### src/verilog/deskew_macros.svh
// shared constants for the lane deskew block, included by the RTL that needs taps or offsets
`ifndef DESKEW_MACROS_SVH
`define DESKEW_MACROS_SVH

// first fine step that is out of range, also fine steps per coarse tap
`define DESKEW_FINE_LIMIT 5

// tap line length, covers coarse 31 * 5 + fine 4
`define DESKEW_MAX_TAPS 160

// agreeing cycles needed before lock
`define DESKEW_LOCK_RUN 32

// axi4-lite register byte offsets
`define DESKEW_REG_LANE0  4'h0
`define DESKEW_REG_LANE1  4'h4
`define DESKEW_REG_CTRL   4'h8
`define DESKEW_REG_STATUS 4'hC

`endif

### src/verilog/deskew_pkg.sv
// types shared by the deskew RTL, imported by each module that uses them
`default_nettype none

package deskew_pkg;

    // delay code, coarse taps in [7:3], fine step in [2:0]
    typedef logic [7:0] dly_t;

    // comparator mismatch count
    typedef logic [15:0] err_cnt_t;

    // axi4-lite byte address
    typedef logic [3:0] axil_addr_t;

    // per-lane control from the register block
    typedef struct packed {
        logic ld;
        logic set;
        dly_t dly;
    } dly_ctl_t;

    // comparator status back to the register block
    typedef struct packed {
        err_cnt_t count;
        logic     locked;
    } cmp_stat_t;

    // write channel: wait for aw+w, then hold the response
    typedef enum logic {
        wr_idle,
        wr_resp
    } axil_wr_state_e;

    // read channel: wait for ar, then hold the data
    typedef enum logic {
        rd_idle,
        rd_data
    } axil_rd_state_e;

endpackage

`default_nettype wire

### src/verilog/idelay_fine_pipe.sv
// one deskew lane: staged/applied delay code driving a clocked tap line, one cycle per tap
`timescale 1ns/1ps
`default_nettype none

`include "deskew_macros.svh"

module idelay_fine_pipe #(
    parameter int DELAY_VALUE = 0
) (
    input  logic                 clk,
    input  logic                 rst,
    input  deskew_pkg::dly_ctl_t ctl,
    input  logic                 data_in,
    output logic                 data_out,
    output logic                 fine_err
);
    import deskew_pkg::*;

    localparam int TAP_W = $clog2(`DESKEW_MAX_TAPS);

    // fine step saturates one below the limit
    function automatic dly_t clamp_fine(input dly_t code);
        dly_t res;
        res = code;
        if (code[2:0] >= 3'(`DESKEW_FINE_LIMIT)) begin
            res[2:0] = 3'(`DESKEW_FINE_LIMIT - 1);
        end
        return res;
    endfunction

    // one coarse tap spans a full set of fine steps
    function automatic logic [TAP_W-1:0] code_taps(input dly_t code);
        return TAP_W'(code[7:3]) * TAP_W'(`DESKEW_FINE_LIMIT) + TAP_W'(code[2:0]);
    endfunction

    localparam dly_t RESET_CODE = clamp_fine(dly_t'(DELAY_VALUE));

    dly_t                        dly_pre;
    dly_t                        dly_act;
    logic [TAP_W-1:0]            tap_sel;
    logic [`DESKEW_MAX_TAPS-1:1] shift_q;
    logic [`DESKEW_MAX_TAPS-1:0] tap_line;

    // two-stage code pipeline, ld stages and set applies
    always_ff @(posedge clk) begin
        if (rst) begin
            dly_pre  <= RESET_CODE;
            dly_act  <= RESET_CODE;
            fine_err <= 1'b0;
        end else begin
            if (ctl.ld) begin
                dly_pre <= clamp_fine(ctl.dly);
            end
            if (ctl.set) begin
                dly_act <= dly_pre;
            end
            // flag pulses when an out-of-range step is staged
            fine_err <= ctl.ld && (ctl.dly[2:0] >= 3'(`DESKEW_FINE_LIMIT));
        end
    end

    // during set the staged code already picks the tap
    // so the new delay shows on data_out the next cycle
    assign tap_sel = ctl.set ? code_taps(dly_pre) : code_taps(dly_act);

    // tap k is data_in delayed by k cycles, tap 0 is the live input
    assign tap_line = {shift_q, data_in};

    always_ff @(posedge clk) begin
        shift_q  <= tap_line[`DESKEW_MAX_TAPS-2:0];
        // output register adds the one fixed cycle
        data_out <= tap_line[tap_sel];
    end

endmodule

`default_nettype wire

### src/verilog/deskew_regs.sv
// axi4-lite register block for the deskew lanes: delay codes, apply/clear/enable, status
`timescale 1ns/1ps
`default_nettype none

`include "deskew_macros.svh"

module deskew_regs (
    input  logic                   clk,
    input  logic                   rst,
    input  deskew_pkg::axil_addr_t awaddr,
    input  logic                   awvalid,
    output logic                   awready,
    input  logic [31:0]            wdata,
    input  logic                   wvalid,
    output logic                   wready,
    output logic                   bvalid,
    input  logic                   bready,
    input  deskew_pkg::axil_addr_t araddr,
    input  logic                   arvalid,
    output logic                   arready,
    output logic [31:0]            rdata,
    output logic                   rvalid,
    input  logic                   rready,
    output deskew_pkg::dly_ctl_t   lane_ctl0,
    output deskew_pkg::dly_ctl_t   lane_ctl1,
    output logic                   cmp_en,
    output logic                   cmp_clear,
    input  deskew_pkg::cmp_stat_t  cmp_stat,
    input  logic [1:0]             fine_err
);
    import deskew_pkg::*;

    axil_wr_state_e wr_state;
    axil_rd_state_e rd_state;
    logic           wr_fire;
    logic           rd_fire;
    logic           wr_lane0;
    logic           wr_lane1;
    logic           wr_ctrl;
    dly_t           lane0_q;
    dly_t           lane1_q;
    logic           ld0_q;
    logic           ld1_q;
    logic           set_q;
    logic           clear_q;
    logic           en_q;
    logic [1:0]     fine_err_q;
    logic [31:0]    status_word;

    // aw and w taken together, only with no response pending
    assign awready = (wr_state == wr_idle) && awvalid && wvalid;
    assign wready  = awready;
    assign wr_fire = awready;
    assign bvalid  = (wr_state == wr_resp);

    always_ff @(posedge clk) begin
        if (rst) begin
            wr_state <= wr_idle;
        end else begin
            case (wr_state)
                wr_idle: if (wr_fire) wr_state <= wr_resp;
                wr_resp: if (bready) wr_state <= wr_idle;
                default: wr_state <= wr_idle;
            endcase
        end
    end

    // unknown offsets fall through, still get a response
    assign wr_lane0 = wr_fire && (awaddr == `DESKEW_REG_LANE0);
    assign wr_lane1 = wr_fire && (awaddr == `DESKEW_REG_LANE1);
    assign wr_ctrl  = wr_fire && (awaddr == `DESKEW_REG_CTRL);

    // pulses land the cycle after acceptance
    always_ff @(posedge clk) begin
        if (rst) begin
            lane0_q <= '0;
            lane1_q <= '0;
            ld0_q   <= 1'b0;
            ld1_q   <= 1'b0;
            set_q   <= 1'b0;
            clear_q <= 1'b0;
            en_q    <= 1'b0;
        end else begin
            ld0_q   <= wr_lane0;
            ld1_q   <= wr_lane1;
            set_q   <= wr_ctrl && wdata[0];
            clear_q <= wr_ctrl && wdata[1];
            if (wr_lane0) begin
                lane0_q <= wdata[7:0];
            end
            if (wr_lane1) begin
                lane1_q <= wdata[7:0];
            end
            // compare enable is a held level
            if (wr_ctrl) begin
                en_q <= wdata[2];
            end
        end
    end

    // sticky fine errors, a new event during clear is kept
    always_ff @(posedge clk) begin
        if (rst) begin
            fine_err_q <= '0;
        end else if (clear_q) begin
            fine_err_q <= fine_err;
        end else begin
            fine_err_q <= fine_err_q | fine_err;
        end
    end

    // apply goes to both lanes at once
    assign lane_ctl0 = '{ld: ld0_q, set: set_q, dly: lane0_q};
    assign lane_ctl1 = '{ld: ld1_q, set: set_q, dly: lane1_q};
    assign cmp_en    = en_q;
    assign cmp_clear = clear_q;

    // read side, one outstanding beat
    assign arready = (rd_state == rd_idle);
    assign rd_fire = arvalid && arready;
    assign rvalid  = (rd_state == rd_data);

    always_ff @(posedge clk) begin
        if (rst) begin
            rd_state <= rd_idle;
        end else begin
            case (rd_state)
                rd_idle: if (rd_fire) rd_state <= rd_data;
                rd_data: if (rready) rd_state <= rd_idle;
                default: rd_state <= rd_idle;
            endcase
        end
    end

    // status: count, locked, then lane0/lane1 fine errors
    assign status_word = {13'b0, fine_err_q, cmp_stat.locked, cmp_stat.count};

    always_ff @(posedge clk) begin
        if (rd_fire) begin
            case (araddr)
                `DESKEW_REG_LANE0:  rdata <= {24'b0, lane0_q};
                `DESKEW_REG_LANE1:  rdata <= {24'b0, lane1_q};
                `DESKEW_REG_CTRL:   rdata <= {29'b0, en_q, 2'b00};
                `DESKEW_REG_STATUS: rdata <= status_word;
                default:            rdata <= '0;
            endcase
        end
    end

endmodule

`default_nettype wire

### src/verilog/lane_compare.sv
// compares the two delayed lanes, counts mismatches and flags lock after a run of agreement
`timescale 1ns/1ps
`default_nettype none

`include "deskew_macros.svh"

module lane_compare (
    input  logic                  clk,
    input  logic                  rst,
    input  logic                  a,
    input  logic                  b,
    input  logic                  en,
    input  logic                  clear,
    output deskew_pkg::cmp_stat_t stat
);
    import deskew_pkg::*;

    localparam int               RUN_W   = $clog2(`DESKEW_LOCK_RUN + 1);
    localparam logic [RUN_W-1:0] RUN_MAX = RUN_W'(`DESKEW_LOCK_RUN);

    err_cnt_t         count_q;
    logic [RUN_W-1:0] run_q;
    logic [RUN_W-1:0] run_next;
    logic             locked_q;
    logic             mismatch;

    assign mismatch = a ^ b;

    // run restarts on a mismatch, parks at the lock length
    always_comb begin
        run_next = run_q;
        if (mismatch) begin
            run_next = '0;
        end else if (run_q != RUN_MAX) begin
            run_next = run_q + 1'b1;
        end
    end

    always_ff @(posedge clk) begin
        if (rst || clear) begin
            count_q  <= '0;
            run_q    <= '0;
            locked_q <= 1'b0;
        end else if (en) begin
            // saturating count
            if (mismatch && (count_q != '1)) begin
                count_q <= count_q + 1'b1;
            end
            run_q    <= run_next;
            locked_q <= (run_next == RUN_MAX);
        end
    end

    assign stat = '{count: count_q, locked: locked_q};

endmodule

`default_nettype wire

### src/verilog/deskew_top.sv
// deskew top: axi4-lite registers, two delay lanes and the lane comparator
`timescale 1ns/1ps
`default_nettype none

module deskew_top (
    input  logic                   clk,
    input  logic                   rst,
    input  deskew_pkg::axil_addr_t awaddr,
    input  logic                   awvalid,
    output logic                   awready,
    input  logic [31:0]            wdata,
    input  logic                   wvalid,
    output logic                   wready,
    output logic                   bvalid,
    input  logic                   bready,
    input  deskew_pkg::axil_addr_t araddr,
    input  logic                   arvalid,
    output logic                   arready,
    output logic [31:0]            rdata,
    output logic                   rvalid,
    input  logic                   rready,
    input  logic [1:0]             lane_in,
    output logic [1:0]             lane_out
);
    import deskew_pkg::*;

    dly_ctl_t   lane_ctl0;
    dly_ctl_t   lane_ctl1;
    cmp_stat_t  cmp_stat;
    logic       cmp_en;
    logic       cmp_clear;
    logic [1:0] fine_err;

    deskew_regs u_regs (
        .clk       (clk),
        .rst       (rst),
        .awaddr    (awaddr),
        .awvalid   (awvalid),
        .awready   (awready),
        .wdata     (wdata),
        .wvalid    (wvalid),
        .wready    (wready),
        .bvalid    (bvalid),
        .bready    (bready),
        .araddr    (araddr),
        .arvalid   (arvalid),
        .arready   (arready),
        .rdata     (rdata),
        .rvalid    (rvalid),
        .rready    (rready),
        .lane_ctl0 (lane_ctl0),
        .lane_ctl1 (lane_ctl1),
        .cmp_en    (cmp_en),
        .cmp_clear (cmp_clear),
        .cmp_stat  (cmp_stat),
        .fine_err  (fine_err)
    );

    // both lanes start with zero taps
    idelay_fine_pipe #(.DELAY_VALUE(0)) u_lane0 (
        .clk      (clk),
        .rst      (rst),
        .ctl      (lane_ctl0),
        .data_in  (lane_in[0]),
        .data_out (lane_out[0]),
        .fine_err (fine_err[0])
    );

    idelay_fine_pipe #(.DELAY_VALUE(0)) u_lane1 (
        .clk      (clk),
        .rst      (rst),
        .ctl      (lane_ctl1),
        .data_in  (lane_in[1]),
        .data_out (lane_out[1]),
        .fine_err (fine_err[1])
    );

    // compares the delayed outputs, not the raw inputs
    lane_compare u_cmp (
        .clk   (clk),
        .rst   (rst),
        .a     (lane_out[0]),
        .b     (lane_out[1]),
        .en    (cmp_en),
        .clear (cmp_clear),
        .stat  (cmp_stat)
    );

endmodule

`default_nettype wire

### config.mk
export PLATFORM = sky130hd
export DESIGN_NAME = deskew_top
export DESIGN_NICKNAME = d
export VERILOG_FILES = /design/src/verilog/deskew_pkg.sv /design/src/verilog/idelay_fine_pipe.sv /design/src/verilog/deskew_regs.sv /design/src/verilog/lane_compare.sv /design/src/verilog/deskew_top.sv
export VERILOG_INCLUDE_DIRS = /design/src /design/src/verilog
export SDC_FILE = /design/constraint.sdc
export NUM_CORES = 1
export LEC_CHECK = 0
export ABC_AREA = 0
export CELL_PAD_IN_SITES_DETAIL_PLACEMENT = 0
export CELL_PAD_IN_SITES_GLOBAL_PLACEMENT = 2
export CORE_AREA = 2 2 153 266
export DETAILED_ROUTE_END_ITERATION = 16
export DIE_AREA = 0 0 155 268
export DONT_BUFFER_PORTS = 1
export GPL_TIMING_DRIVEN = 0
export PLACE_DENSITY_LB_ADDON = 0.12
export SLEW_MARGIN = 20
export SYNTH_ARGS = -nofsm -noshare
export SYNTH_HDL_FRONTEND = slang
export SYNTH_HIERARCHICAL = 1
export SYNTH_SLANG_ARGS = --single-unit
### constraint.sdc
create_clock -name clk -period 9.7 [get_ports clk]
set_input_delay 1.455 -clock clk [delete_from_list [all_inputs] [get_ports clk]]
set_output_delay 1.455 -clock clk [all_outputs]
set_load 0.01 [all_outputs]
==> results.tsv <==
stage	metric	value	unit
timing	Worst Tran Pin Value	0.917	ns
power	power share of the combinational group	1.4	%
logic_synthesis	largest family of logic cells by synthesized area	simple AND/OR/NAND/NOR gates	
global_routing	first-pass GRT wire length	59500	microns
setup_path	CP top delay family	buffers and inverters	
drt	DR iter-0 viols	512	
logic_synthesis	Yosys top cell by area	dfxtp_1	
floorplanning	Core Area	0.0393	sq mm
power	switching share of power	20.9	%
hold_path	Hold Path Depth	0	
cells_and_area	nets	1552	
setup_path	WP buf/inv	3	
timing	TNS Setup	0	ns
timing	Final WS setup	5.62	ns
clock_tree	worst skew pair latency	0.55	ns
logic_synthesis	post-synth cell types	86	
place	placed cells	1882	
timing	Fin. Hold Viols	0	
clock_tree	CTS tree	built	
drt	Antenna Nets Post-Route	0	
logic_synthesis	synthesis-stage register bit count	421	
clock_tree	clk sink count	421	
setup_path	crit path to	u_lane0/data_out$_DFF_P_	
power	Power Total	3.55	mW
setup_path	Worst path max stage delay	0.52	ns
timing	fmax	0.245	GHz
global_routing	GRT overflow	0	
logic_synthesis	leading cell type by number of instances after synthesis	dfxtp_1	
clock_tree	CTS buffer count	42	
drt	final wirelength	37800	microns
logic_synthesis	Gate Count Post-Synth	1380	
drt	per-cell routed wire length	19.3	microns
cells_and_area	Final Non-Filler Cells	1959	
hold_path	worst min-delay path class	register to register	
drt	First-pass DRT Iterations	5	
logic_synthesis	Compound-Gate Fraction of Synth Area	8.13	%
setup_path	worst-path maximum fanout	10	
logic_synthesis	number of synthesized flops with an enable pin	19	
timing	Slew HR	37.7	%
floorplanning	IO Pins	88	
setup_path	Reg-to-Reg End	u_lane0/data_out$_DFF_P_	
timing	fin crit share	42.1	%
setup_path	Worst EP required	10.14	ns
place	dpl ws	5.59	ns
floorplanning	die area	0.0415	sq mm
clock_tree	Hold Buf Count CTS	0	
logic_synthesis	Adder-Cell Fraction of Synth Area	5.59	%
floorplanning	FP Rows	96	
timing	Final Slew Violations	0	
logic_synthesis	commonest cells in the netlist	dfxtp_1, nand2_1, mux2i_1	
power	Clock power frac	48.3	%
cells_and_area	post-layout util	45.0	%
timing	RSZ-0062 raised after global routing	no	
logic_synthesis	post-synthesis sequential area ratio	55.5	%
logic_synthesis	Synth Area in Simple Gates	14.3	%
floorplanning	die height	268	microns
clock_tree	CTS max path bufs	3	
drt	Vias/cell	5.14	
place	port bufs	0	
timing	crit path time final	4.08	ns
floorplanning	Initial Utilization	39.6	%
clock_tree	H-tree Lvls	2	
power	maximum VDD drop	0.204	mV
global_routing	All-Layer GR Usage	18.6	%
logic_synthesis	async set-reset flop share out of synthesis	0	%
logic_synthesis	Post-synth top flop	dfxtp_1	
power	Psw	0.742	mW
drt	# DRC	0	
timing	setup violators final	0	
place	post-detail-place hpwl	27500	microns
timing	Worst Skew	0.0187	ns
logic_synthesis	synth top area cells	dfxtp_1, mux2i_1, ha_1, nand2_1, mux4_2	
global_routing	vias in the first global route	10400	
clock_tree	Clock Root Buffer	clkbuf_16	
drt	routed vias	10100	
job	Max Cap Violations	0	
setup_path	r2r startpoint	u_lane0/dly_pre[5]$_SDFFE_PP0P_	
setup_path	R2R cell count	13	
floorplanning	Die Span X	155	microns
setup_path	critical path launch point	u_lane0/dly_pre[5]$_SDFFE_PP0P_	
clock_tree	Resize count post-CTS	0	
logic_synthesis	Ys Warns	6	
setup_path	Critical Path AT	4.51	ns
setup_path	critical path, cell by cell	ha_1 > ha_1 > inv_1 > fa_1 > xnor2_1 > mux2i_1 > clkbuf_1 > clkbuf_1 > nor3_1 > a21oi_1 > nor3b_1 > mux2_2 > a21bo_1	
cells_and_area	share of post-route cells with drive strength above 1	12.8	%
setup_path	CP max stage cell	clkbuf_1	
run_status	outcome	completed	
setup_path	Startpoint Class	register	
logic_synthesis	Synth top area share	51.8	%
power	Pleak	6.96	nW
place	GP Congestion	0.771	
logic_synthesis	Syn Std Cell Area	0.0155	sq mm
setup_path	CP Class	register to register	
power	internal power	2.81	mW
logic_synthesis	post-synthesis xor/xnor area fraction	0.716	%
logic_synthesis	mean area per synthesized cell	11.3	sq um
setup_path	flop2flop setup slack	5.62	ns
power	Power Density	201	mW/mm^2
clock_tree	clock transition at the registers of the reported paths	0.07	ns
cells_and_area	# diodes	0	
logic_synthesis	mux cell area share after synthesis	12.2	%
global_routing	largest net degree at the start of global routing	20	
global_routing	initial antenna violation count	0	
power	register share of total power	50.3	%
cells_and_area	Syn-to-layout area delta	13.8	%
clock_tree	Post CTS Setup Buffer Count	0	
setup_path	Critical Path End Type	register	
setup_path	CP Depth	13	
-- state kept, by name, summed over array words and instances, names as in the netlist, 6 cells and up --
name,count
u_lane0/shift_q,159
u_lane1/shift_q,159
u_regs/rdata,19
u_cmp/count_q,16
u_lane0/dly_act,8
u_lane0/dly_pre,8
u_lane1/dly_act,8
u_lane1/dly_pre,8
u_regs/lane0_q,8
u_regs/lane1_q,8
u_cmp/run_q,6
-- area by class of cell --
type                       count  area [sq um]
fill                        3669         21600
sequential                   421          8620
multi-input combinational    867          6430
clock buffer                  52          1160
tap                          490           613
buffer                        79           463
clock inverter                25           317
inverter                      25          93.8
-- layout by cell type, fill, tap and decap left out, drive strengths merged, types with 16 or more instances in the layout --
master  Yosys  layout
dfxtp     402     402
nand2     173     173
mux2i     103     103
clkbuf     27      79
nor2       65      65
ha         63      63
nand3      57      57
buf        51      51
nand2b     40      40
a21oi      35      35
mux4       28      28
inv        25      28
o21ai      27      27
edfxtp     19      19
mux2       18      18
nand4      16      16
and2       16      16
-- through the flow --
step                      hold slack (ns)  area [sq um]
after global routing                0.329         17700
after CTS                           0.338         17700
final                               0.336         17700
after floorplan                     0.324         15600
after global placement              0.330         16200
after detailed placement            0.331         16200
-- worst register-to-register path, delay by kind of cell (launching register included) --
kind,cells,cell delay [ns]
flops,1,0.42
buf+inv,3,1.09
xor+xnor,1,0.16
mux,2,0.53
simple gates,2,0.23
fa+ha+maj,3,1.04
compound gates,2,0.51
-- power groups by stage --
stage | logic [mW] | clock network (mW) | registers (mW)
finish | 0.0498 | 1.71 | 1.79
global route | 0.0547 | 1.83 | 1.79
CTS | 0.0504 | 1.76 | 1.79
floorplan | 0.0387 | 0 | 1.82
detailed placement | 0.0503 | 0 | 1.83
global placement | 0.0505 | 0 | 1.82
-- worst min-delay path by stage --
| stage | startpoint | to | slack (ns) |
|---|---|---|---|
| finish | u_lane0/shift_q[26]$_DFF_P_ | u_lane0/shift_q[27]$_DFF_P_ | 0.34 |
| floorplan | u_lane0/shift_q[152]$_DFF_P_ | u_lane0/shift_q[153]$_DFF_P_ | 0.32 |
| global route | u_lane1/shift_q[82]$_DFF_P_ | u_lane1/shift_q[83]$_DFF_P_ | 0.33 |
| CTS | u_lane0/shift_q[26]$_DFF_P_ | u_lane0/shift_q[27]$_DFF_P_ | 0.34 |
| detailed placement | u_lane0/shift_q[17]$_DFF_P_ | u_lane0/shift_q[18]$_DFF_P_ | 0.33 |
| global placement | u_lane0/shift_q[39]$_DFF_P_ | u_lane0/shift_q[40]$_DFF_P_ | 0.33 |
-- cell families (layout without fill, tap and decap cells) --
| family | after synthesis | after routing |
|---|---|---|
| AO/OA/AOI/OAI | 179 | 179 |
| XOR/XNOR | 11 | 11 |
| adder cells (fa/ha/maj) | 67 | 67 |
| buffers and inverters | 104 | 181 |
| flip-flops | 421 | 421 |
| multiplexers | 149 | 149 |
| other | 1 | 13 |
| AND/OR/NAND/NOR | 448 | 448 |
-- routing by layer --
metal  part of all wire, %  track usage [%]
met5                     0                0
met4                   4.4             8.73
met1                    39             19.8
met3                   2.6             2.34
met2                    54             35.9
Note: power is estimated with default switching activity, not from simulation.
